<file path="src/tile_defs.svh">
// ####################
// Tile parameters: data and address widths, scratchpad geometry,
// engine register offsets and vector length limit
// ####################
`ifndef TILE_DEFS_SVH
`define TILE_DEFS_SVH

`define TILE_DW          32        // One word, data and APB address
`define TILE_N_BANKS     4         // Scratchpad banks
`define TILE_BANK_WORDS  64        // Rows per bank
`define TILE_MEM_AW      8         // Scratchpad word address
`define TILE_MAX_LEN     32        // Longest vector the engine takes

// Engine register byte offsets, register space
`define TILE_REG_SRC_A   12'h000   // Operand A base word
`define TILE_REG_SRC_B   12'h004   // Operand B base word
`define TILE_REG_DST     12'h008   // Result word
`define TILE_REG_LEN     12'h00C   // Vector length
`define TILE_REG_CTRL    12'h010   // Bit 0 starts a run
`define TILE_REG_STATUS  12'h014   // Bit 0 busy, bit 1 done

`endif

</file>
<file path="src/tile_bus_pkg.sv">
// ####################
// Bus types of the tile: scratchpad request/response
// and APB request/response
// ####################
`include "tile_defs.svh"

package tile_bus_pkg;

  // Master to scratchpad, held until gnt
  typedef struct packed {
    logic                    valid;  // Request pending
    logic                    we;     // Write when set
    logic [`TILE_MEM_AW-1:0] addr;   // Word address, low bits pick the bank
    logic [`TILE_DW-1:0]     wdata;
  } mem_req_t;

  // Scratchpad to master
  typedef struct packed {
    logic                gnt;     // Same cycle as the request
    logic                rvalid;  // One cycle after a granted read
    logic [`TILE_DW-1:0] rdata;
  } mem_rsp_t;

  typedef struct packed {
    logic                psel;
    logic                penable;
    logic                pwrite;
    logic [`TILE_DW-1:0] paddr;   // Byte address
    logic [`TILE_DW-1:0] pwdata;
  } apb_req_t;

  typedef struct packed {
    logic                pready;
    logic                pslverr;  // Only meaningful with pready
    logic [`TILE_DW-1:0] prdata;
  } apb_rsp_t;

endpackage

</file>
<file path="src/tcdm_arbiter.sv">
// ####################
// Round-robin arbiter, host port and engine
// sharing the scratchpad
// ####################
`timescale 1ns/1ps

module tcdm_arbiter (
  input  logic                   clk_i,
  input  logic                   rstn_i,
  input  tile_bus_pkg::mem_req_t host_req_i,
  output tile_bus_pkg::mem_rsp_t host_rsp_o,
  input  tile_bus_pkg::mem_req_t eng_req_i,
  output tile_bus_pkg::mem_rsp_t eng_rsp_o,
  output tile_bus_pkg::mem_req_t mem_req_o,
  input  tile_bus_pkg::mem_rsp_t mem_rsp_i
);

  logic last_eng_q;  // Engine took the last grant
  logic own_eng_q;   // Engine owns the read returning now
  logic host_win, eng_win;

  // Host wins alone, or on a tie when the engine went last
  assign host_win  = host_req_i.valid & (~eng_req_i.valid | last_eng_q);
  assign eng_win   = eng_req_i.valid & ~host_win;
  assign mem_req_o = host_win ? host_req_i : eng_req_i;  // Idle engine has valid low

  always_comb begin
    host_rsp_o.gnt    = host_win & mem_rsp_i.gnt;
    host_rsp_o.rvalid = mem_rsp_i.rvalid & ~own_eng_q;
    host_rsp_o.rdata  = mem_rsp_i.rdata;
    eng_rsp_o.gnt     = eng_win & mem_rsp_i.gnt;
    eng_rsp_o.rvalid  = mem_rsp_i.rvalid & own_eng_q;
    eng_rsp_o.rdata   = mem_rsp_i.rdata;
  end

  always_ff @(posedge clk_i or negedge rstn_i) begin
    if (!rstn_i) begin
      last_eng_q <= 1'b0;
      own_eng_q  <= 1'b0;
    end else if (mem_req_o.valid && mem_rsp_i.gnt) begin
      last_eng_q <= eng_win;
      if (!mem_req_o.we) own_eng_q <= eng_win;  // Steers next cycle's rvalid
    end
  end

  // Each read returns to the master granted it one cycle before
  a_host_rvalid: assert property (@(posedge clk_i) disable iff (!rstn_i)
    host_rsp_o.gnt && !host_req_i.we |=> host_rsp_o.rvalid);

  a_eng_rvalid: assert property (@(posedge clk_i) disable iff (!rstn_i)
    eng_rsp_o.gnt && !eng_req_i.we |=> eng_rsp_o.rvalid);

  // A held host request that lost the tie wins next
  a_host_turn: assert property (@(posedge clk_i) disable iff (!rstn_i)
    host_req_i.valid && !host_rsp_o.gnt |=> host_rsp_o.gnt);

endmodule

</file>
<file path="config.mk">
export PLATFORM = sky130hd
export DESIGN_NAME = tcdm_arbiter
export DESIGN_NICKNAME = d
export VERILOG_FILES = /design/src/tile_bus_pkg.sv /design/src/tcdm_arbiter.sv
export VERILOG_INCLUDE_DIRS = /design/src
export SDC_FILE = /design/constraint.sdc
export NUM_CORES = 1
export LEC_CHECK = 0
export ABC_AREA = 1
export BUFFER_PORTS_ARGS = -buffer_cell sky130_fd_sc_hd__buf_4
export CAP_MARGIN = 20
export CORE_AREA = 2 2 88 90
export DETAILED_ROUTE_END_ITERATION = 7
export DIE_AREA = 0 0 90 92
export PLACE_DENSITY = 0.58
export SYNTH_ARGS = -nofsm -noshare
export SYNTH_HDL_FRONTEND = slang
export SYNTH_SLANG_ARGS = --single-unit
</file>
<file path="constraint.sdc">
create_clock -name clk_i -period 1.5 [get_ports clk_i]
set_input_delay 0.225 -clock clk_i [delete_from_list [all_inputs] [get_ports clk_i]]
set_output_delay 0.225 -clock clk_i [all_outputs]
set_load 0.1 [all_outputs]
</file>
==> metrics.md <==
| Metric | Value |
|---|---|
| Run status | `finished, violations left` |
| Violated checks | `negative setup slack` |
| Share of the synthesized area in the top cell type | `0.392` |
| Slack of the worst reg-to-reg path | `0.28 ns` |
| Commonest non-fill, non-tap cells in the layout | `92 x sky130_fd_sc_hd__buf_4, 56 x sky130_fd_sc_hd__nand2_2, 49 x sky130_fd_sc_hd__buf_12` |
| Root Buffer | `sky130_fd_sc_hd__clkbuf_8` |
| Largest buffer count on any clock path | `2` |
| Post-detailed-placement half-perimeter wirelength | `3670 um` |
| LEAKAGE | `1.41 nW` |
| Maximum level of the CTS H-tree | `1` |
| Placeable core area | `7450 sq um` |
| Layout Utilization | `0.371` |
| Critical setup path kind | `flop to output pin` |
| Crit path cell chain | `inv_2 -> nand2_4 -> nand2_8 -> clkbuf_16 -> nand2_2 -> nand2_2 -> buf_12` |
| Mean routed wirelength per cell | `13.0 um` |
| All-layer global routing usage | `0.114` |
| Buffer and inverter count on the worst path | `3` |
| Sum of routed wire length over all layers | `5100 um` |
| Post-Route Skew | `0.00268 ns` |
| Max stage delay cell, worst path | `sky130_fd_sc_hd__dfrtp_1` |
| Net count, final | `413` |
| Maximum vdd drop | `0.351 mV` |
| 1st-pass router iterations | `4` |
| CTS clk-pin slew, worst paths | `0.03 ns` |
| Worst reg2reg endpoint | `own_eng_q` |
| Biggest fanout along the worst timing path | `6` |
| Pwr per Cell Area | `879 nW/um^2` |
| Average cell area after synthesis | `5.55 sq um` |
| Number of rows created at floorplan | `32` |
| Worst reg2reg startpoint | `last_eng_q` |
| Layer with the highest usage | `met2` |
| Synthesized instance count | `221` |
| Top cell by count, worst path | `sky130_fd_sc_hd__nand2_2` |
| Pin count of the biggest net entering global routing | `31` |
| Initial antenna violation count | `0` |
| PnR worst setup slack | `-0.0488 ns` |
| Max transition margin | `0.815` |
| Post-synthesis to final-layout area growth | `125%` |
| Number of instances in the placed design | `387` |
| Number of global-route vias before repair | `1622` |
| Wire length of the first global-routing pass | `7680 um` |
| Met1 usage | `0.102` |
| Total of buffers placed on input and output ports | `133` |
| Post-CTS repair timing setup buffer count | `0` |
| Number of hold violations in the final report | `0` |
| Worst Setup SP | `last_eng_q` |
| Top area cells in the synthesized netlist | `sky130_fd_sc_hd__buf_4 39%, sky130_fd_sc_hd__nand2_1 26%, sky130_fd_sc_hd__nand3_1 18%, sky130_fd_sc_hd__dfrtp_1 4.1%, sky130_fd_sc_hd__buf_2 3.7%` |
| Shortest clock period the worst path allows after layout | `1.55 ns` |
| Number of vias per cell after detailed routing | `4.05` |
| Clock insertion delay at the later pin of the skew report | `0.21 ns` |
| DR DRC count | `0` |
| Max-cap violation count | `0` |
| Sequential-to-total area share from yosys stat | `0.0408` |
| Worst endpoint required time | `1.27 ns` |
| Ys Warns | `0` |
| Number of sinks driven by the clock tree | `2` |
| Filler-free cell count of the finished design | `393` |
| Cell area after synthesis | `1230 sq um` |
| Flip-flop and latch count after synthesis | `2` |
| Total gr overflow | `0` |
| Crit share post-route | `1.03` |
| Class of the most critical hold timing path | `primary input to asynchronous set/reset pin` |
| Crit path capture | `mem_req_o[13]` |
| Effective utilization at floorplan | `0.165` |
| Most common cell after layout, fill and taps aside | `sky130_fd_sc_hd__buf_4` |
| Slew Viols, Final | `0` |
| Diode count | `0` |
| Library cells used by synthesis | `12` |
| Total CTS buffers | `3` |
| Clock tree from TritonCTS | `done` |
| Vertical die dimension | `92 um` |
| Layout cell share with drive strength beyond 1 | `0.732` |
| Final setup violation count | `41` |
| Total power | `2.43 mW` |
| Cell family with most CP delay | `buffers and inverters` |
| Placement Setup Slack | `0.0528 ns` |
| Worst slew pin tran | `0.280 ns` |
| Routability congestion estimate | `0.702` |
| Crit. End Element | `output pin` |
| Arrival time of data at the critical path endpoint | `1.32 ns` |
| Die Wd | `90 um` |
| Critical Path Max Stage Delay | `0.36 ns` |
| Most area-hungry cell type in the Yosys netlist | `sky130_fd_sc_hd__buf_4` |
| Number of routed nets with antenna violations | `0` |
| Setup crit start kind | `flop` |
| Global routing met3 resource utilization | `0.0296` |
| IO Count | `230` |
| DRC marker count from the first detailed-route iteration | `28` |
| RSZ-0062 raised after global routing | `yes` |
| Number of cells on the worst reg-to-reg path | `8` |
| Die footprint | `8280 sq um` |
| Total number of vias | `1592` |
| Stages on worst setup path | `7` |
| Total nets after synthesis | `341` |
| Fmax | `646 MHz` |
| Global-route met2 utilization | `0.228` |
[layer usage]
| layer | part of all wire | up-vias |
|---|---|---|
| met5 | 0 | - |
| met1 | 0.30 | 689 |
| li1 | - | 768 |
| met4 | 0.044 | 0 |
| met2 | 0.56 | 95 |
| met3 | 0.098 | 40 |
[per-stage QoR]
stage	hold WS (ns)	area (sq um)	TNS (ns)
final	0.341	2760	-1.10
after global routing	0.351	2760	-3.88
after CTS	0.338	2670	-1.10
after detailed placement	0.0161	2040	0
after global placement	0.0105	2040	0
after floorplan	-0.0706	1350	0
[synth_stat cells]
cell type and number:
sky130_fd_sc_hd__a21oi_1 1, sky130_fd_sc_hd__nor2_1 4, sky130_fd_sc_hd__nand3_1 43, sky130_fd_sc_hd__buf_6 4, sky130_fd_sc_hd__nand2_2 2, sky130_fd_sc_hd__inv_1 5, sky130_fd_sc_hd__buf_2 9, sky130_fd_sc_hd__a21oi_2 1
sky130_fd_sc_hd__buf_4 64, sky130_fd_sc_hd__nand2_4 1, sky130_fd_sc_hd__dfrtp_1 2, sky130_fd_sc_hd__nand2_1 85
[kinds of logic after synthesis]
logic type | Yosys count | share of synthesized area
AND/OR/NAND/NOR | 135 | 0.467
buffers and inverters | 82 | 0.481
AO/OA/AOI/OAI | 2 | 0.0112
flip-flops | 2 | 0.0408
[repair_timing]
item / 4_1_cts / 5_1_grt
endpoints found under the hold margin: 2 / 0
hold buffers: 1 / 0
pin swaps: 0 / 3
gates resized for setup: 133 / 23
cloned: 1 / 1
endpoints found under the setup margin: 43 / 43
[final cells by class]
cell class                      instances  area [sq um]
Fill cell                             791          4680
Timing Repair Buffer                  144          1730
Multi-Input combinational cell        137           791
Tap cell                              102           128
Sequential cell                         2          50.0
Clock buffer                            3          41.3
Inverter                                5          18.8
[registers in the layout, summed over array words and instances (netlist names)]
name	cells
last_eng_q	1
own_eng_q	1
[worst min path at each step]
stage | from | end | slack, ns | depth (start not counted)
2_1_floorplan | rstn_i | last_eng_q | -0.07 | 0
3_3_place_gp | rstn_i | own_eng_q | 0.01 | 1
5_1_grt | rstn_i | own_eng_q | 0.35 | 2
3_5_place_dp | rstn_i | own_eng_q | 0.02 | 1
4_1_cts | rstn_i | own_eng_q | 0.34 | 2
6_report | rstn_i | own_eng_q | 0.34 | 2
[power by group]
part | switching, mW | internal [mW]
logic | 1.35 | 0.793
registers | 0.00737 | 0.0636
clock network | 0.0438 | 0.170
Note: power is estimated with default switching activity, not from simulation.
