## config.mk

```make
export PLATFORM = sky130hd
export DESIGN_NAME = apb_host_port
export DESIGN_NICKNAME = d
export VERILOG_FILES = /design/src/tile_bus_pkg.sv /design/src/tile_engine_pkg.sv /design/src/apb_host_port.sv
export VERILOG_INCLUDE_DIRS = /design/src
export SDC_FILE = /design/constraint.sdc
export NUM_CORES = 1
export LEC_CHECK = 0
export BUFFER_PORTS_ARGS = -buffer_cell sky130_fd_sc_hd__buf_2
export CORE_AREA = 2 2 120 122
export CTS_CLUSTER_DIAMETER = 60
export CTS_CLUSTER_SIZE = 14
export DETAILED_ROUTE_END_ITERATION = 10
export DIE_AREA = 0 0 122 124
export PLACE_DENSITY = 0.76
export SLEW_MARGIN = 10
export SYNTH_ARGS = -nofsm -noshare
export SYNTH_HDL_FRONTEND = slang
export SYNTH_SLANG_ARGS = --single-unit
export TNS_END_PERCENT = 1
```

## constraint.sdc

```tcl
create_clock -name clk_i -period 3.68 [get_ports clk_i]
set_input_delay 0.736 -clock clk_i [delete_from_list [all_inputs] [get_ports clk_i]]
set_output_delay 0.736 -clock clk_i [all_outputs]
set_load 0.03 [all_outputs]
```

## src/tile_defs.svh

```systemverilog
// ####################
// Tile parameters: data and address widths, scratchpad geometry,
// engine register offsets and vector length limit
// ####################
`ifndef TILE_DEFS_SVH
`define TILE_DEFS_SVH

`define TILE_DW          32        // One word, data and APB address
`define TILE_N_BANKS     4         // Scratchpad banks
`define TILE_BANK_WORDS  64        // Rows per bank
`define TILE_MEM_AW      8         // Scratchpad word address
`define TILE_MAX_LEN     32        // Longest vector the engine takes

// Engine register byte offsets, register space
`define TILE_REG_SRC_A   12'h000   // Operand A base word
`define TILE_REG_SRC_B   12'h004   // Operand B base word
`define TILE_REG_DST     12'h008   // Result word
`define TILE_REG_LEN     12'h00C   // Vector length
`define TILE_REG_CTRL    12'h010   // Bit 0 starts a run
`define TILE_REG_STATUS  12'h014   // Bit 0 busy, bit 1 done

`endif

```

## src/tile_bus_pkg.sv

```systemverilog
// ####################
// Bus types of the tile: scratchpad request/response
// and APB request/response
// ####################
`include "tile_defs.svh"

package tile_bus_pkg;

  // Master to scratchpad, held until gnt
  typedef struct packed {
    logic                    valid;  // Request pending
    logic                    we;     // Write when set
    logic [`TILE_MEM_AW-1:0] addr;   // Word address, low bits pick the bank
    logic [`TILE_DW-1:0]     wdata;
  } mem_req_t;

  // Scratchpad to master
  typedef struct packed {
    logic                gnt;     // Same cycle as the request
    logic                rvalid;  // One cycle after a granted read
    logic [`TILE_DW-1:0] rdata;
  } mem_rsp_t;

  typedef struct packed {
    logic                psel;
    logic                penable;
    logic                pwrite;
    logic [`TILE_DW-1:0] paddr;   // Byte address
    logic [`TILE_DW-1:0] pwdata;
  } apb_req_t;

  typedef struct packed {
    logic                pready;
    logic                pslverr;  // Only meaningful with pready
    logic [`TILE_DW-1:0] prdata;
  } apb_rsp_t;

endpackage

```

## src/tile_engine_pkg.sv

```systemverilog
// ####################
// Engine types: run configuration and the two
// decodes of an APB address word
// ####################
`include "tile_defs.svh"

package tile_engine_pkg;

  typedef struct packed {
    logic [`TILE_DW-1:0] src_a;  // Word address of A[0]
    logic [`TILE_DW-1:0] src_b;  // Word address of B[0]
    logic [`TILE_DW-1:0] dst;    // Word address of the sum
    logic [`TILE_DW-1:0] len;    // Element count, at most TILE_MAX_LEN
  } eng_cfg_t;

  typedef struct packed {
    logic [18:0] rsvd;
    logic        space;  // Clear for registers
    logic [11:0] off;    // Register byte offset
  } apb_reg_view_t;

  typedef struct packed {
    logic [18:0]               rsvd;
    logic                      space;  // Set for scratchpad
    logic [9-`TILE_MEM_AW:0]   ovf;    // Word index beyond the scratchpad
    logic [`TILE_MEM_AW-1:0]   waddr;  // Row above bank bits
    logic [1:0]                bsel;   // Byte lane, words only
  } apb_mem_view_t;

  typedef union packed {
    apb_reg_view_t regs;
    apb_mem_view_t mem;
  } apb_addr_u;

endpackage

```

## src/apb_host_port.sv

```systemverilog
// ####################
// APB slave of the tile: engine registers, scratchpad
// access through the arbiter, error responses
// ####################
`timescale 1ns/1ps
`include "tile_defs.svh"

module apb_host_port (
  input  logic                      clk_i,
  input  logic                      rstn_i,
  input  tile_bus_pkg::apb_req_t    apb_req_i,
  output tile_bus_pkg::apb_rsp_t    apb_rsp_o,
  output tile_engine_pkg::eng_cfg_t cfg_o,
  output logic                      start_o,
  input  logic                      busy_i,
  input  logic                      done_i,
  output tile_bus_pkg::mem_req_t    mem_req_o,
  input  tile_bus_pkg::mem_rsp_t    mem_rsp_i
);

  localparam int unsigned MEM_WORDS = `TILE_N_BANKS * `TILE_BANK_WORDS;

  tile_engine_pkg::apb_addr_u addr;
  tile_engine_pkg::eng_cfg_t  cfg_q;
  logic                       access, reg_acc, mem_acc, mem_oob;
  logic                       reg_known, ctrl_wr, ctrl_busy;
  logic                       rd_pend_q;  // Host read granted, data next
  logic                       done_q;
  logic [9:0]                 mem_word;
  logic [`TILE_DW-1:0]        reg_rdata;

  assign addr      = apb_req_i.paddr;
  assign access    = apb_req_i.psel & apb_req_i.penable;  // Access phase
  assign reg_acc   = access & ~addr.regs.space;
  assign mem_acc   = access & addr.mem.space;
  assign mem_word  = {addr.mem.ovf, addr.mem.waddr};
  assign mem_oob   = 32'(mem_word) > MEM_WORDS - 1;
  assign ctrl_wr   = reg_acc & apb_req_i.pwrite & (addr.regs.off == `TILE_REG_CTRL);
  assign ctrl_busy = ctrl_wr & busy_i;                     // Rejected run request
  assign start_o   = ctrl_wr & ~busy_i & apb_req_i.pwdata[0];
  assign cfg_o     = cfg_q;

  always_comb begin
    reg_known = 1'b1;
    reg_rdata = '0;
    case (addr.regs.off)
      `TILE_REG_SRC_A:  reg_rdata = cfg_q.src_a;
      `TILE_REG_SRC_B:  reg_rdata = cfg_q.src_b;
      `TILE_REG_DST:    reg_rdata = cfg_q.dst;
      `TILE_REG_LEN:    reg_rdata = cfg_q.len;
      `TILE_REG_CTRL:   reg_rdata = '0;                    // Trigger only
      `TILE_REG_STATUS: reg_rdata = {{(`TILE_DW-2){1'b0}}, done_q, busy_i};
      default:          reg_known = 1'b0;
    endcase
  end

  always_ff @(posedge clk_i or negedge rstn_i) begin
    if (!rstn_i) begin
      cfg_q <= '0;
    end else if (reg_acc && apb_req_i.pwrite) begin
      case (addr.regs.off)
        `TILE_REG_SRC_A: cfg_q.src_a <= apb_req_i.pwdata;
        `TILE_REG_SRC_B: cfg_q.src_b <= apb_req_i.pwdata;
        `TILE_REG_DST:   cfg_q.dst   <= apb_req_i.pwdata;
        `TILE_REG_LEN:   cfg_q.len   <= (apb_req_i.pwdata > `TILE_MAX_LEN) ?
                                        `TILE_DW'(`TILE_MAX_LEN) : apb_req_i.pwdata;
        default: ;
      endcase
    end
  end

  always_ff @(posedge clk_i or negedge rstn_i) begin
    if (!rstn_i) begin
      done_q    <= 1'b0;
      rd_pend_q <= 1'b0;
    end else begin
      if (start_o)     done_q <= 1'b0;  // New run wins over a finishing one
      else if (done_i) done_q <= 1'b1;
      if (mem_req_o.valid && !mem_req_o.we && mem_rsp_i.gnt) rd_pend_q <= 1'b1;
      else if (mem_rsp_i.rvalid)                             rd_pend_q <= 1'b0;
    end
  end

  // APB holds address and data until pready, so the request stays stable
  always_comb begin
    mem_req_o.valid = mem_acc & ~mem_oob & ~rd_pend_q;
    mem_req_o.we    = apb_req_i.pwrite;
    mem_req_o.addr  = addr.mem.waddr;
    mem_req_o.wdata = apb_req_i.pwdata;
  end

  always_comb begin
    apb_rsp_o = '0;
    if (reg_acc) begin
      apb_rsp_o.pready  = 1'b1;                            // First access cycle
      apb_rsp_o.pslverr = ~reg_known | ctrl_busy;
      apb_rsp_o.prdata  = reg_rdata;
    end else if (mem_acc && mem_oob) begin
      apb_rsp_o.pready  = 1'b1;
      apb_rsp_o.pslverr = 1'b1;
    end else if (mem_acc) begin
      apb_rsp_o.pready  = apb_req_i.pwrite ? mem_rsp_i.gnt : (rd_pend_q & mem_rsp_i.rvalid);
      apb_rsp_o.prdata  = mem_rsp_i.rdata;
    end
  end

  // Read data is due one cycle after a granted host read
  a_rd_return: assert property (@(posedge clk_i) disable iff (!rstn_i)
    rd_pend_q |-> mem_rsp_i.rvalid);

endmodule

```

==> results.yml <==
run_status:
  status: "finished clean"
layout:
  finalInstanceArea_mm2: 0.00841
  final_layout_size_suffix_gt1_share_pct: 56.8
  num-nets-final: 876
  syn2layout_area_growth_pct: 31.0
  mostFrequentLayoutCells: "buf_2, dfrtp_1, mux2_2, nand2_1, mux2_1"
  final_common_cell: "buf_2"
sta:
  relSlewSlack_pct: 40.5
  hold_violations: 0
  rsz0062_at_grt: "false"
  slew_violations: 0
  finalCriticalPeriod_ns: 3.25
  finalCritPeriodShare_pct: 88.2
  skew_ns: 0
  setup_tns_ns: 0
  setup_viol: 0
  worst_slew_pin_slew_ns: 0.892
  clock.fmax_mhz: 308
drt:
  firstDrtPassIters: 9
  drc_errors: 0
  vias: 5427
  wl_mm: 19.6
  antenna_left: 0
  wire_per_inst_um: 20.3
  drt-initial-drc-count: 453
  viasPerCell: 5.62
logic_synthesis:
  ys_seq_area_share_pct: 50.7
  synth.largest_area_cell: "dfrtp_1"
  syn_avg_cell_area_um2: 12.4
  yosys-top-cells-area: "dfrtp_1, mux2_2, mux2_1"
  synth.cell_area_mm2: 0.00642
  yosysWarnings: 0
  async_flop_share_pct: 100
  synth_edf_count: 0
  synthCells: 518
  synthFlopType: "dfrtp_1"
  ys_types: 41
  synth_top_area_share_pct: 50.7
  ys_ff_latch: 130
  syn_nets: 623
cts:
  post_cts_resized: 0
  cts_buffers: 17
  cts_max_path_buffers: 2
  cts_max_level: 4
  hold_buffers: 0
  clk_latency_ns: 0.40
  cts_tree: "done"
  root_buffer: "clkbuf_16"
  clk_pin_slew_ns: 0.05
  clock_sinks: 130
  post_cts_buffers: 0
pwr:
  leakagePower_nw: 4.67
  pwr_density_cell_mw_per_mm2: 412
  power.total_mw: 3.46
  irDropWorstVdd_mv: 0.266
worst_setup_path:
  critPathArrivalTime_ns: 2.51
  crit_family: "simple AND/OR/NAND/NOR gates"
  path_max_fanout: 15
  crit_top_cell: "buf_2"
  cp-end-kind: "primary output"
  max_stage_delay_ns: 0.46
  slowest_stage: "or4_1"
  worstSetupPathType: "input port to primary output"
  crit_chain: "buf_2, nor4_4, nand3_1, or4_1, buf_4, o21ai_1, buf_2"
  required_ns: 2.94
  start_kind: "input port"
  cp_num_buf_inv: 3
die:
  pin_count: 310
  coreArea_mm2: 0.0137
  dieHeight_um: 124
  dieArea_mm2: 0.0151
  fp.dieW_um: 122
  rows: 43
  start_util_pct: 46.8
placement:
  gp_congestion: 0.874
  post-dp-hpwl_mm: 14.1
  placed_area_mm2: 0.00777
  io_buffers: 290
hold_path:
  worstHoldPathType: "input port to asynchronous set/reset pin"
global_routing:
  overflow: 0
  antenna_found_initial: 2
  grt_pass1_wl_mm: 29.3
  grt_usage_pct: 25.8
  grt_pass1_vias: 5375
  grt_start_max_net_pins: 72
run:
  max_cap_violations: 0
## cell type report
type,count,area [µm²]
diodes,2,5.00
clock buffers,19,453
clock inverters,13,184
fillers,1118,5310
inverters,1,3.75
multi-input cells,314,2690
flip-flops and latches,130,3250
well taps,180,225
repair buffers,307,1590
## cell usage after synthesis, types with 2 or more instances
master / instances
nor3_1: 3
mux2_1: 32
nor2b_1: 27
clkbuf_1: 15
nand2_1: 38
o21ai_1: 30
buf_4: 44
buf_2: 8
a2bb2oi_1: 2
a222oi_1: 30
dfrtp_1: 130
a22oi_1: 2
nor4_1: 7
nor2_1: 8
o2bb2ai_1: 5
nand4_1: 3
mux2_2: 97
nand3_1: 4
o21ai_0: 4
mux2i_1: 2
buf_6: 6
and4_1: 2
## logic make-up (layout without fill, tap and decap cells)
kind of cell	Yosys count	after routing	synth area share [%]
multiplexers	131	131	22.9
AND/OR/NAND/NOR	108	108	9.94
other	0	2	0
AO/OA/AOI/OAI	75	75	8.73
buffers and inverters	74	340	7.75
flip-flops	130	130	50.7
## where the power goes
group	internal, mW	switching [mW]
clock network	1.17	0.608
logic	0.0764	0.179
registers	1.43	0.000678
total	2.68	0.788
## path summary, 6_finish.rpt
check	from	to	slack, ns	cells after the start
setup / recovery	apb_req_i[40]	apb_rsp_o[17]	0.43	7
hold / removal	rstn_i	cfg_o[66]$_DFFE_PN0P_	0.49	2
setup reg to reg	cfg_o[82]$_DFFE_PN0P_	cfg_o[82]$_DFFE_PN0P_	2.85	1
hold reg to reg	done_q$_DFFE_PN0P_	done_q$_DFFE_PN0P_	0.51	2
max in group asynchronous	rstn_i	cfg_o[22]$_DFFE_PN0P_	2.54	2
min in group clk_i	done_q$_DFFE_PN0P_	done_q$_DFFE_PN0P_	0.51	2
## routing by layer
layer	track usage [%]	routed length, µm	part of all wire [%]
met1	32.3	7700	39
met2	43.6	9890	50
met3	6.36	1770	9.0
met4	9.27	275	1.4
met5	0	0	0
## through the flow
stage / utilization, % / instances / hold WS, ns / setup WS, ns
after CTS: 61.3 / 964 / 0.493 / 0.451
after detailed placement: 56.6 / 932 / 0.496 / 0.460
after floorplan: - / 518 / 0.440 / 0.614
final: 61.3 / 966 / 0.488 / 0.435
after global routing: 61.3 / 965 / 0.529 / 0.316
after global placement: 56.6 / 932 / 0.476 / 0.473
## sequential cells by signal, indices dropped and copies added, names as in the netlist
name	count
done_q	1
cfg_o	128
rd_pend_q	1
No activity file was read; power rests on OpenSTA's default activity.
