==> src/tile_defs.svh <==
// ####################
// Tile parameters: data and address widths, scratchpad geometry,
// engine register offsets and vector length limit
// ####################
`ifndef TILE_DEFS_SVH
`define TILE_DEFS_SVH

`define TILE_DW          32        // One word, data and APB address
`define TILE_N_BANKS     4         // Scratchpad banks
`define TILE_BANK_WORDS  64        // Rows per bank
`define TILE_MEM_AW      8         // Scratchpad word address
`define TILE_MAX_LEN     32        // Longest vector the engine takes

// Engine register byte offsets, register space
`define TILE_REG_SRC_A   12'h000   // Operand A base word
`define TILE_REG_SRC_B   12'h004   // Operand B base word
`define TILE_REG_DST     12'h008   // Result word
`define TILE_REG_LEN     12'h00C   // Vector length
`define TILE_REG_CTRL    12'h010   // Bit 0 starts a run
`define TILE_REG_STATUS  12'h014   // Bit 0 busy, bit 1 done

`endif

==> src/tile_bus_pkg.sv <==
// ####################
// Bus types of the tile: scratchpad request/response
// and APB request/response
// ####################
`include "tile_defs.svh"

package tile_bus_pkg;

  // Master to scratchpad, held until gnt
  typedef struct packed {
    logic                    valid;  // Request pending
    logic                    we;     // Write when set
    logic [`TILE_MEM_AW-1:0] addr;   // Word address, low bits pick the bank
    logic [`TILE_DW-1:0]     wdata;
  } mem_req_t;

  // Scratchpad to master
  typedef struct packed {
    logic                gnt;     // Same cycle as the request
    logic                rvalid;  // One cycle after a granted read
    logic [`TILE_DW-1:0] rdata;
  } mem_rsp_t;

  typedef struct packed {
    logic                psel;
    logic                penable;
    logic                pwrite;
    logic [`TILE_DW-1:0] paddr;   // Byte address
    logic [`TILE_DW-1:0] pwdata;
  } apb_req_t;

  typedef struct packed {
    logic                pready;
    logic                pslverr;  // Only meaningful with pready
    logic [`TILE_DW-1:0] prdata;
  } apb_rsp_t;

endpackage

==> src/tile_engine_pkg.sv <==
// ####################
// Engine types: run configuration and the two
// decodes of an APB address word
// ####################
`include "tile_defs.svh"

package tile_engine_pkg;

  typedef struct packed {
    logic [`TILE_DW-1:0] src_a;  // Word address of A[0]
    logic [`TILE_DW-1:0] src_b;  // Word address of B[0]
    logic [`TILE_DW-1:0] dst;    // Word address of the sum
    logic [`TILE_DW-1:0] len;    // Element count, at most TILE_MAX_LEN
  } eng_cfg_t;

  typedef struct packed {
    logic [18:0] rsvd;
    logic        space;  // Clear for registers
    logic [11:0] off;    // Register byte offset
  } apb_reg_view_t;

  typedef struct packed {
    logic [18:0]               rsvd;
    logic                      space;  // Set for scratchpad
    logic [9-`TILE_MEM_AW:0]   ovf;    // Word index beyond the scratchpad
    logic [`TILE_MEM_AW-1:0]   waddr;  // Row above bank bits
    logic [1:0]                bsel;   // Byte lane, words only
  } apb_mem_view_t;

  typedef union packed {
    apb_reg_view_t regs;
    apb_mem_view_t mem;
  } apb_addr_u;

endpackage

==> src/dot_engine.sv <==
// ####################
// Dot-product engine, reads A[i] and B[i] from the
// scratchpad, sums the products mod 2^32, stores the sum
// ####################
`timescale 1ns/1ps
`include "tile_defs.svh"

module dot_engine (
  input  logic                      clk_i,
  input  logic                      rstn_i,
  input  tile_engine_pkg::eng_cfg_t cfg_i,
  input  logic                      start_i,
  output tile_bus_pkg::mem_req_t    mem_req_o,
  input  tile_bus_pkg::mem_rsp_t    mem_rsp_i,
  output logic                      busy_o,
  output logic                      evt_o
);

  localparam int unsigned IDX_W = $clog2(`TILE_MAX_LEN + 1);

  localparam logic [2:0] S_IDLE    = 3'd0;
  localparam logic [2:0] S_FETCH_A = 3'd1;  // Request A[i]
  localparam logic [2:0] S_FETCH_B = 3'd2;  // A[i] returns, request B[i]
  localparam logic [2:0] S_ACC     = 3'd3;  // B[i] returns, accumulate
  localparam logic [2:0] S_STORE   = 3'd4;
  localparam logic [2:0] S_DONE    = 3'd5;  // One-cycle event

  logic [2:0]                state_q;
  tile_engine_pkg::eng_cfg_t cfg_q;        // Frozen at start
  logic [IDX_W-1:0]          idx_q;
  logic [`TILE_DW-1:0]       acc_q, op_a_q;
  logic                      last;

  assign busy_o = (state_q != S_IDLE) && (state_q != S_DONE);
  assign evt_o  = state_q == S_DONE;
  assign last   = (`TILE_DW'(idx_q) + 1'b1) == cfg_q.len;

  always_ff @(posedge clk_i or negedge rstn_i) begin
    if (!rstn_i) begin
      state_q <= S_IDLE;
      idx_q   <= '0;
      acc_q   <= '0;
    end else begin
      case (state_q)
        S_IDLE, S_DONE: begin
          state_q <= S_IDLE;
          if (start_i) begin                  // A start in S_DONE begins the next run
            idx_q   <= '0;
            acc_q   <= '0;
            state_q <= (cfg_i.len == '0) ? S_STORE : S_FETCH_A;
          end
        end
        S_FETCH_A: if (mem_rsp_i.gnt) state_q <= S_FETCH_B;
        S_FETCH_B: if (mem_rsp_i.gnt) state_q <= S_ACC;
        S_ACC: begin
          acc_q   <= acc_q + op_a_q * mem_rsp_i.rdata;  // Wraps at 32 bits
          idx_q   <= idx_q + 1'b1;
          state_q <= last ? S_STORE : S_FETCH_A;
        end
        S_STORE: if (mem_rsp_i.gnt) state_q <= S_DONE;
        default: state_q <= S_IDLE;
      endcase
    end
  end

  always_ff @(posedge clk_i) begin
    if (start_i && !busy_o)                           cfg_q  <= cfg_i;
    if (state_q == S_FETCH_B && mem_rsp_i.rvalid)     op_a_q <= mem_rsp_i.rdata;
  end

  always_comb begin
    mem_req_o = '0;
    case (state_q)
      S_FETCH_A: begin
        mem_req_o.valid = 1'b1;
        mem_req_o.addr  = cfg_q.src_a[`TILE_MEM_AW-1:0] + `TILE_MEM_AW'(idx_q);
      end
      S_FETCH_B: begin
        mem_req_o.valid = 1'b1;
        mem_req_o.addr  = cfg_q.src_b[`TILE_MEM_AW-1:0] + `TILE_MEM_AW'(idx_q);
      end
      S_STORE: begin
        mem_req_o.valid = 1'b1;
        mem_req_o.we    = 1'b1;
        mem_req_o.addr  = cfg_q.dst[`TILE_MEM_AW-1:0];
        mem_req_o.wdata = acc_q;
      end
      default: ;
    endcase
  end

  // Host port must hold off CTRL writes during a run
  a_no_start_busy: assert property (@(posedge clk_i) disable iff (!rstn_i)
    start_i |-> !busy_o);

endmodule

==> config.mk <==
export PLATFORM = sky130hd
export DESIGN_NAME = dot_engine
export DESIGN_NICKNAME = d
export VERILOG_FILES = /design/src/tile_bus_pkg.sv /design/src/tile_engine_pkg.sv /design/src/dot_engine.sv
export VERILOG_INCLUDE_DIRS = /design/src
export SDC_FILE = /design/constraint.sdc
export NUM_CORES = 1
export LEC_CHECK = 0
export BUFFER_PORTS_ARGS = -buffer_cell sky130_fd_sc_hd__buf_2
export CORE_UTILIZATION = 55
export DETAILED_ROUTE_END_ITERATION = 6
export HOLD_SLACK_MARGIN = 0.08
export PLACE_DENSITY_LB_ADDON = 0.12
export SYNTH_ARGS = -nofsm -noshare
export SYNTH_HDL_FRONTEND = slang
export SYNTH_SLANG_ARGS = --single-unit
export TNS_END_PERCENT = 1
==> constraint.sdc <==
create_clock -name clk_i -period 19.7 [get_ports clk_i]
set_clock_uncertainty 0.2 [all_clocks]
set_input_delay 1.97 -clock clk_i [delete_from_list [all_inputs] [get_ports clk_i]]
set_output_delay 1.97 -clock clk_i [all_outputs]
set_load 0.005 [all_outputs]
==> impl_summary.log <==
INFO  metric final_clock_period_utilization_by_the_worst_path = 48.9%
INFO  metric critical_path_class = input pin to register
INFO  metric hpwlAfterDp = 42,800 µm
INFO  metric most_common_library_cell_in_the_layout_ignoring_fill_and_taps = sky130_fd_sc_hd__inv_1
INFO  metric synth-xor-area-share = 4.08%
INFO  metric final_hold_viol_count = 0
INFO  metric synth-edff-count = 88
INFO  metric post_synth_instance_area = 21,900 µm²
INFO  metric timing.rr.start = op_a_q[7]
INFO  metric synth_compound_area_share = 3.88%
INFO  metric fin_crit = 9640 ps
INFO  metric number_of_distinct_standard_cells_referenced_by_the_synthesized_netlist = 54
INFO  metric starting_drt_drc_count = 1,025
INFO  metric hold_path_depth = 2
INFO  metric worst_slew_pin_slew = 1050 ps
INFO  metric ctsHtreeMaxLevel = 4
INFO  metric globalRoute.totalOverflow = 0
INFO  metric syn_to_final_growth = 7.82%
INFO  metric drc = 0
INFO  metric port_buffers = 136
INFO  metric drtAntennaViolNets = 0
INFO  metric syn_nets = 2,987
INFO  metric ys_ff_latch = 129
INFO  metric via_per_inst = 5.37
INFO  metric origin_of_the_worst_min_delay_path = acc_q[14]
INFO  metric end_kind = register
INFO  metric antenna_cells_inserted = 0
INFO  metric design.die.area = 40,600 µm²
INFO  metric async_reset_ff_share = 31.8%
INFO  metric holdBufCountCts = 0
INFO  metric chipWidth = 201 µm
INFO  metric worstPathArrival = 9760 ps
INFO  metric synth_adder_area_share = 47.7%
INFO  metric finalWirelength = 55,800 µm
INFO  metric synthCells = 2,252
INFO  metric clk_transition_reported_paths = 70 ps
INFO  metric cts-buffers-inserted = 17
INFO  metric mux_share_of_post_synthesis_cell_area = 0.400%
INFO  metric status = complete, no violations
INFO  metric yosys.area.top_type = sky130_fd_sc_hd__fa_1
INFO  metric holdCritPathClass = register to register
INFO  metric timing.critical_path.from = mem_rsp_i[1]
INFO  metric post_synth.cell_area_avg = 9.72 µm²
INFO  metric gp_routability_congestion = 0.878
INFO  metric synth.area.top_cells = sky130_fd_sc_hd__fa_1 40%, sky130_fd_sc_hd__edfxtp_1 12%, sky130_fd_sc_hd__and2_1 10%
INFO  metric drt-wirelength-per-cell = 19.5 µm
INFO  metric mostFrequentLayoutCells = 503 x sky130_fd_sc_hd__inv_1, 439 x sky130_fd_sc_hd__fa_1, 350 x sky130_fd_sc_hd__and2_1, 268 x sky130_fd_sc_hd__nand2_1, 136 x sky130_fd_sc_hd__buf_2
INFO  metric destination_of_the_worst_register_to_register_timing_path = acc_q[31]
INFO  metric start_kind = input pin
INFO  metric grt_pass1_vias = 17.0k
INFO  metric post_cts_resize_count = 0
INFO  metric floorplan.core_area = 38,900 µm²
INFO  metric clock.fmax = 104 MHz
INFO  metric synth_warnings = 0
INFO  metric root_cell_of_the_clock_tree = sky130_fd_sc_hd__clkbuf_16
INFO  metric cts.path.max_buffers = 2
INFO  metric rsz0062_at_grt = false
INFO  metric largest_net_degree_at_the_start_of_global_routing = 75
INFO  metric initial_antenna_violation_count = 2
INFO  metric die_height = 201 µm
INFO  metric cp_data_required_time = 19,820 ps
INFO  metric insertion_delay = 430 ps
INFO  metric ioPinCount = 209
INFO  metric r2r.worst_path.cells = 28
INFO  metric cts_post_setup_buffers_inserted = 0
INFO  metric hold_end = acc_q[14]
INFO  metric initial_util = 56.2%
INFO  metric placement_rows = 72
INFO  metric setup_tns = 0 ps
INFO  metric cts_tree = yes
INFO  metric seq_area_frac_synth = 16.8%
INFO  metric synthDominantCellAreaShare = 40.2%
INFO  metric first_pass_grt_wire_length = 91,600 µm
INFO  metric layout-drive-gt1-share = 9.02%
INFO  metric cap_violations = 0
INFO  metric setup_viol = 0
INFO  metric main_combinational_cell_family_by_area_after_synthesis = adder cells
INFO  metric drt_pass_1_iters = 5
INFO  metric cts.sinks = 129
INFO  metric global_route.usage.total = 29.5%
INFO  metric synthFlopType = sky130_fd_sc_hd__edfxtp_1
INFO  metric finalMaxSlewViolations = 0
INFO  metric routed-via-count = 15.4k
INFO  metric final_nets = 3,061
INFO  metric slew-limit-headroom = 30.1%
INFO  metric setup.reg_to_reg.worst_slack = 11,290 ps
INFO  metric synth_simple_gate_area_share = 16.8%
INFO  metric critical_path.max_fanout = 32
worst max-delay path by stage:
stage	endpoint	depth (start not counted)
after global routing	acc_q[31]	27
after detailed placement	acc_q[31]	27
after global placement	acc_q[31]	27
final	acc_q[31]	27
after CTS	acc_q[31]	27
after floorplan	acc_q[31]	28
kinds of logic (layout without fill, tap and decap cells):
| kind of cell | after synthesis | in the layout |
|---|---|---|
| flip-flops | 129 | 129 |
| multiplexers | 8 | 8 |
| buffers and inverters | 604 | 691 |
| AND/OR/NAND/NOR | 704 | 704 |
| XOR/XNOR | 102 | 102 |
| AO/OA/AOI/OAI | 135 | 135 |
| adder cells (fa/ha/maj) | 570 | 570 |
layer usage:
layer	part of all wire [%]	track usage, %	up-vias
met3	6.0	4.41	100
met1	41	39.5	7935
met2	50	49.7	499
met4	3.2	9.47	0
li1	-	-	6821
met5	0	0	-
registers in the layout, summed over array words and instances, names as in the netlist:
signal and cells:
cfg_q 56, acc_q 32, op_a_q 32, idx_q 6, state_q 3
layout make-up:
type / instances / area [µm²]
clock buffer: 17 / 425
tap: 518 / 648
fill: 3360 / 15300
timing repair buffer: 156 / 831
sequential: 129 / 3670
multi-input combinational: 1519 / 15900
clock inverter: 15 / 184
inverter: 503 / 1890
cells in the mapped netlist (10+ instances only):
library cell and n:
sky130_fd_sc_hd__and2_1 351, sky130_fd_sc_hd__xnor2_1 68, sky130_fd_sc_hd__xor2_1 34, sky130_fd_sc_hd__a21oi_1 23, sky130_fd_sc_hd__nor2_1 20, sky130_fd_sc_hd__dfrtp_1 41
sky130_fd_sc_hd__o22ai_1 10, sky130_fd_sc_hd__edfxtp_1 88, sky130_fd_sc_hd__a21o_1 12, sky130_fd_sc_hd__ha_1 131, sky130_fd_sc_hd__inv_1 503, sky130_fd_sc_hd__fa_1 439
sky130_fd_sc_hd__nand2_1 268, sky130_fd_sc_hd__nor4_1 15, sky130_fd_sc_hd__o21ai_0 46, sky130_fd_sc_hd__clkbuf_1 100
worst max-delay path, cell delays in order:
cell	delay, ps
sky130_fd_sc_hd__buf_2	570
sky130_fd_sc_hd__and2_1	240
sky130_fd_sc_hd__fa_1	440
sky130_fd_sc_hd__fa_1	500
sky130_fd_sc_hd__fa_1	510
sky130_fd_sc_hd__inv_1	60
sky130_fd_sc_hd__fa_1	530
sky130_fd_sc_hd__inv_1	50
sky130_fd_sc_hd__fa_1	500
sky130_fd_sc_hd__inv_1	60
sky130_fd_sc_hd__fa_1	550
sky130_fd_sc_hd__inv_1	50
sky130_fd_sc_hd__fa_1	480
sky130_fd_sc_hd__inv_1	60
sky130_fd_sc_hd__fa_1	480
sky130_fd_sc_hd__inv_1	50
sky130_fd_sc_hd__ha_1	380
sky130_fd_sc_hd__a21oi_2	140
sky130_fd_sc_hd__o21ai_1	70
sky130_fd_sc_hd__and3_4	180
sky130_fd_sc_hd__or4_4	480
sky130_fd_sc_hd__a21oi_2	270
sky130_fd_sc_hd__a21oi_2	130
sky130_fd_sc_hd__a211oi_2	270
sky130_fd_sc_hd__a21oi_1	130
sky130_fd_sc_hd__or3_1	320
sky130_fd_sc_hd__a32o_1	250
metrics by stage:
stage	hold WS, ps	util, %	area, µm²	instances	setup WS, ps
2_1_floorplan	262	-	21900	2252	10410
3_3_place_gp	284	59.1	23000	2825	9750
3_5_place_dp	291	59.1	23000	2825	9640
4_1_cts	328	60.6	23600	2857	10080
5_1_grt	352	60.6	23600	2857	9740
6_report	322	60.6	23600	2857	10060
Power is not shown: default switching activity piles up to over one toggle a cycle in this logic, so the estimate is an artifact.
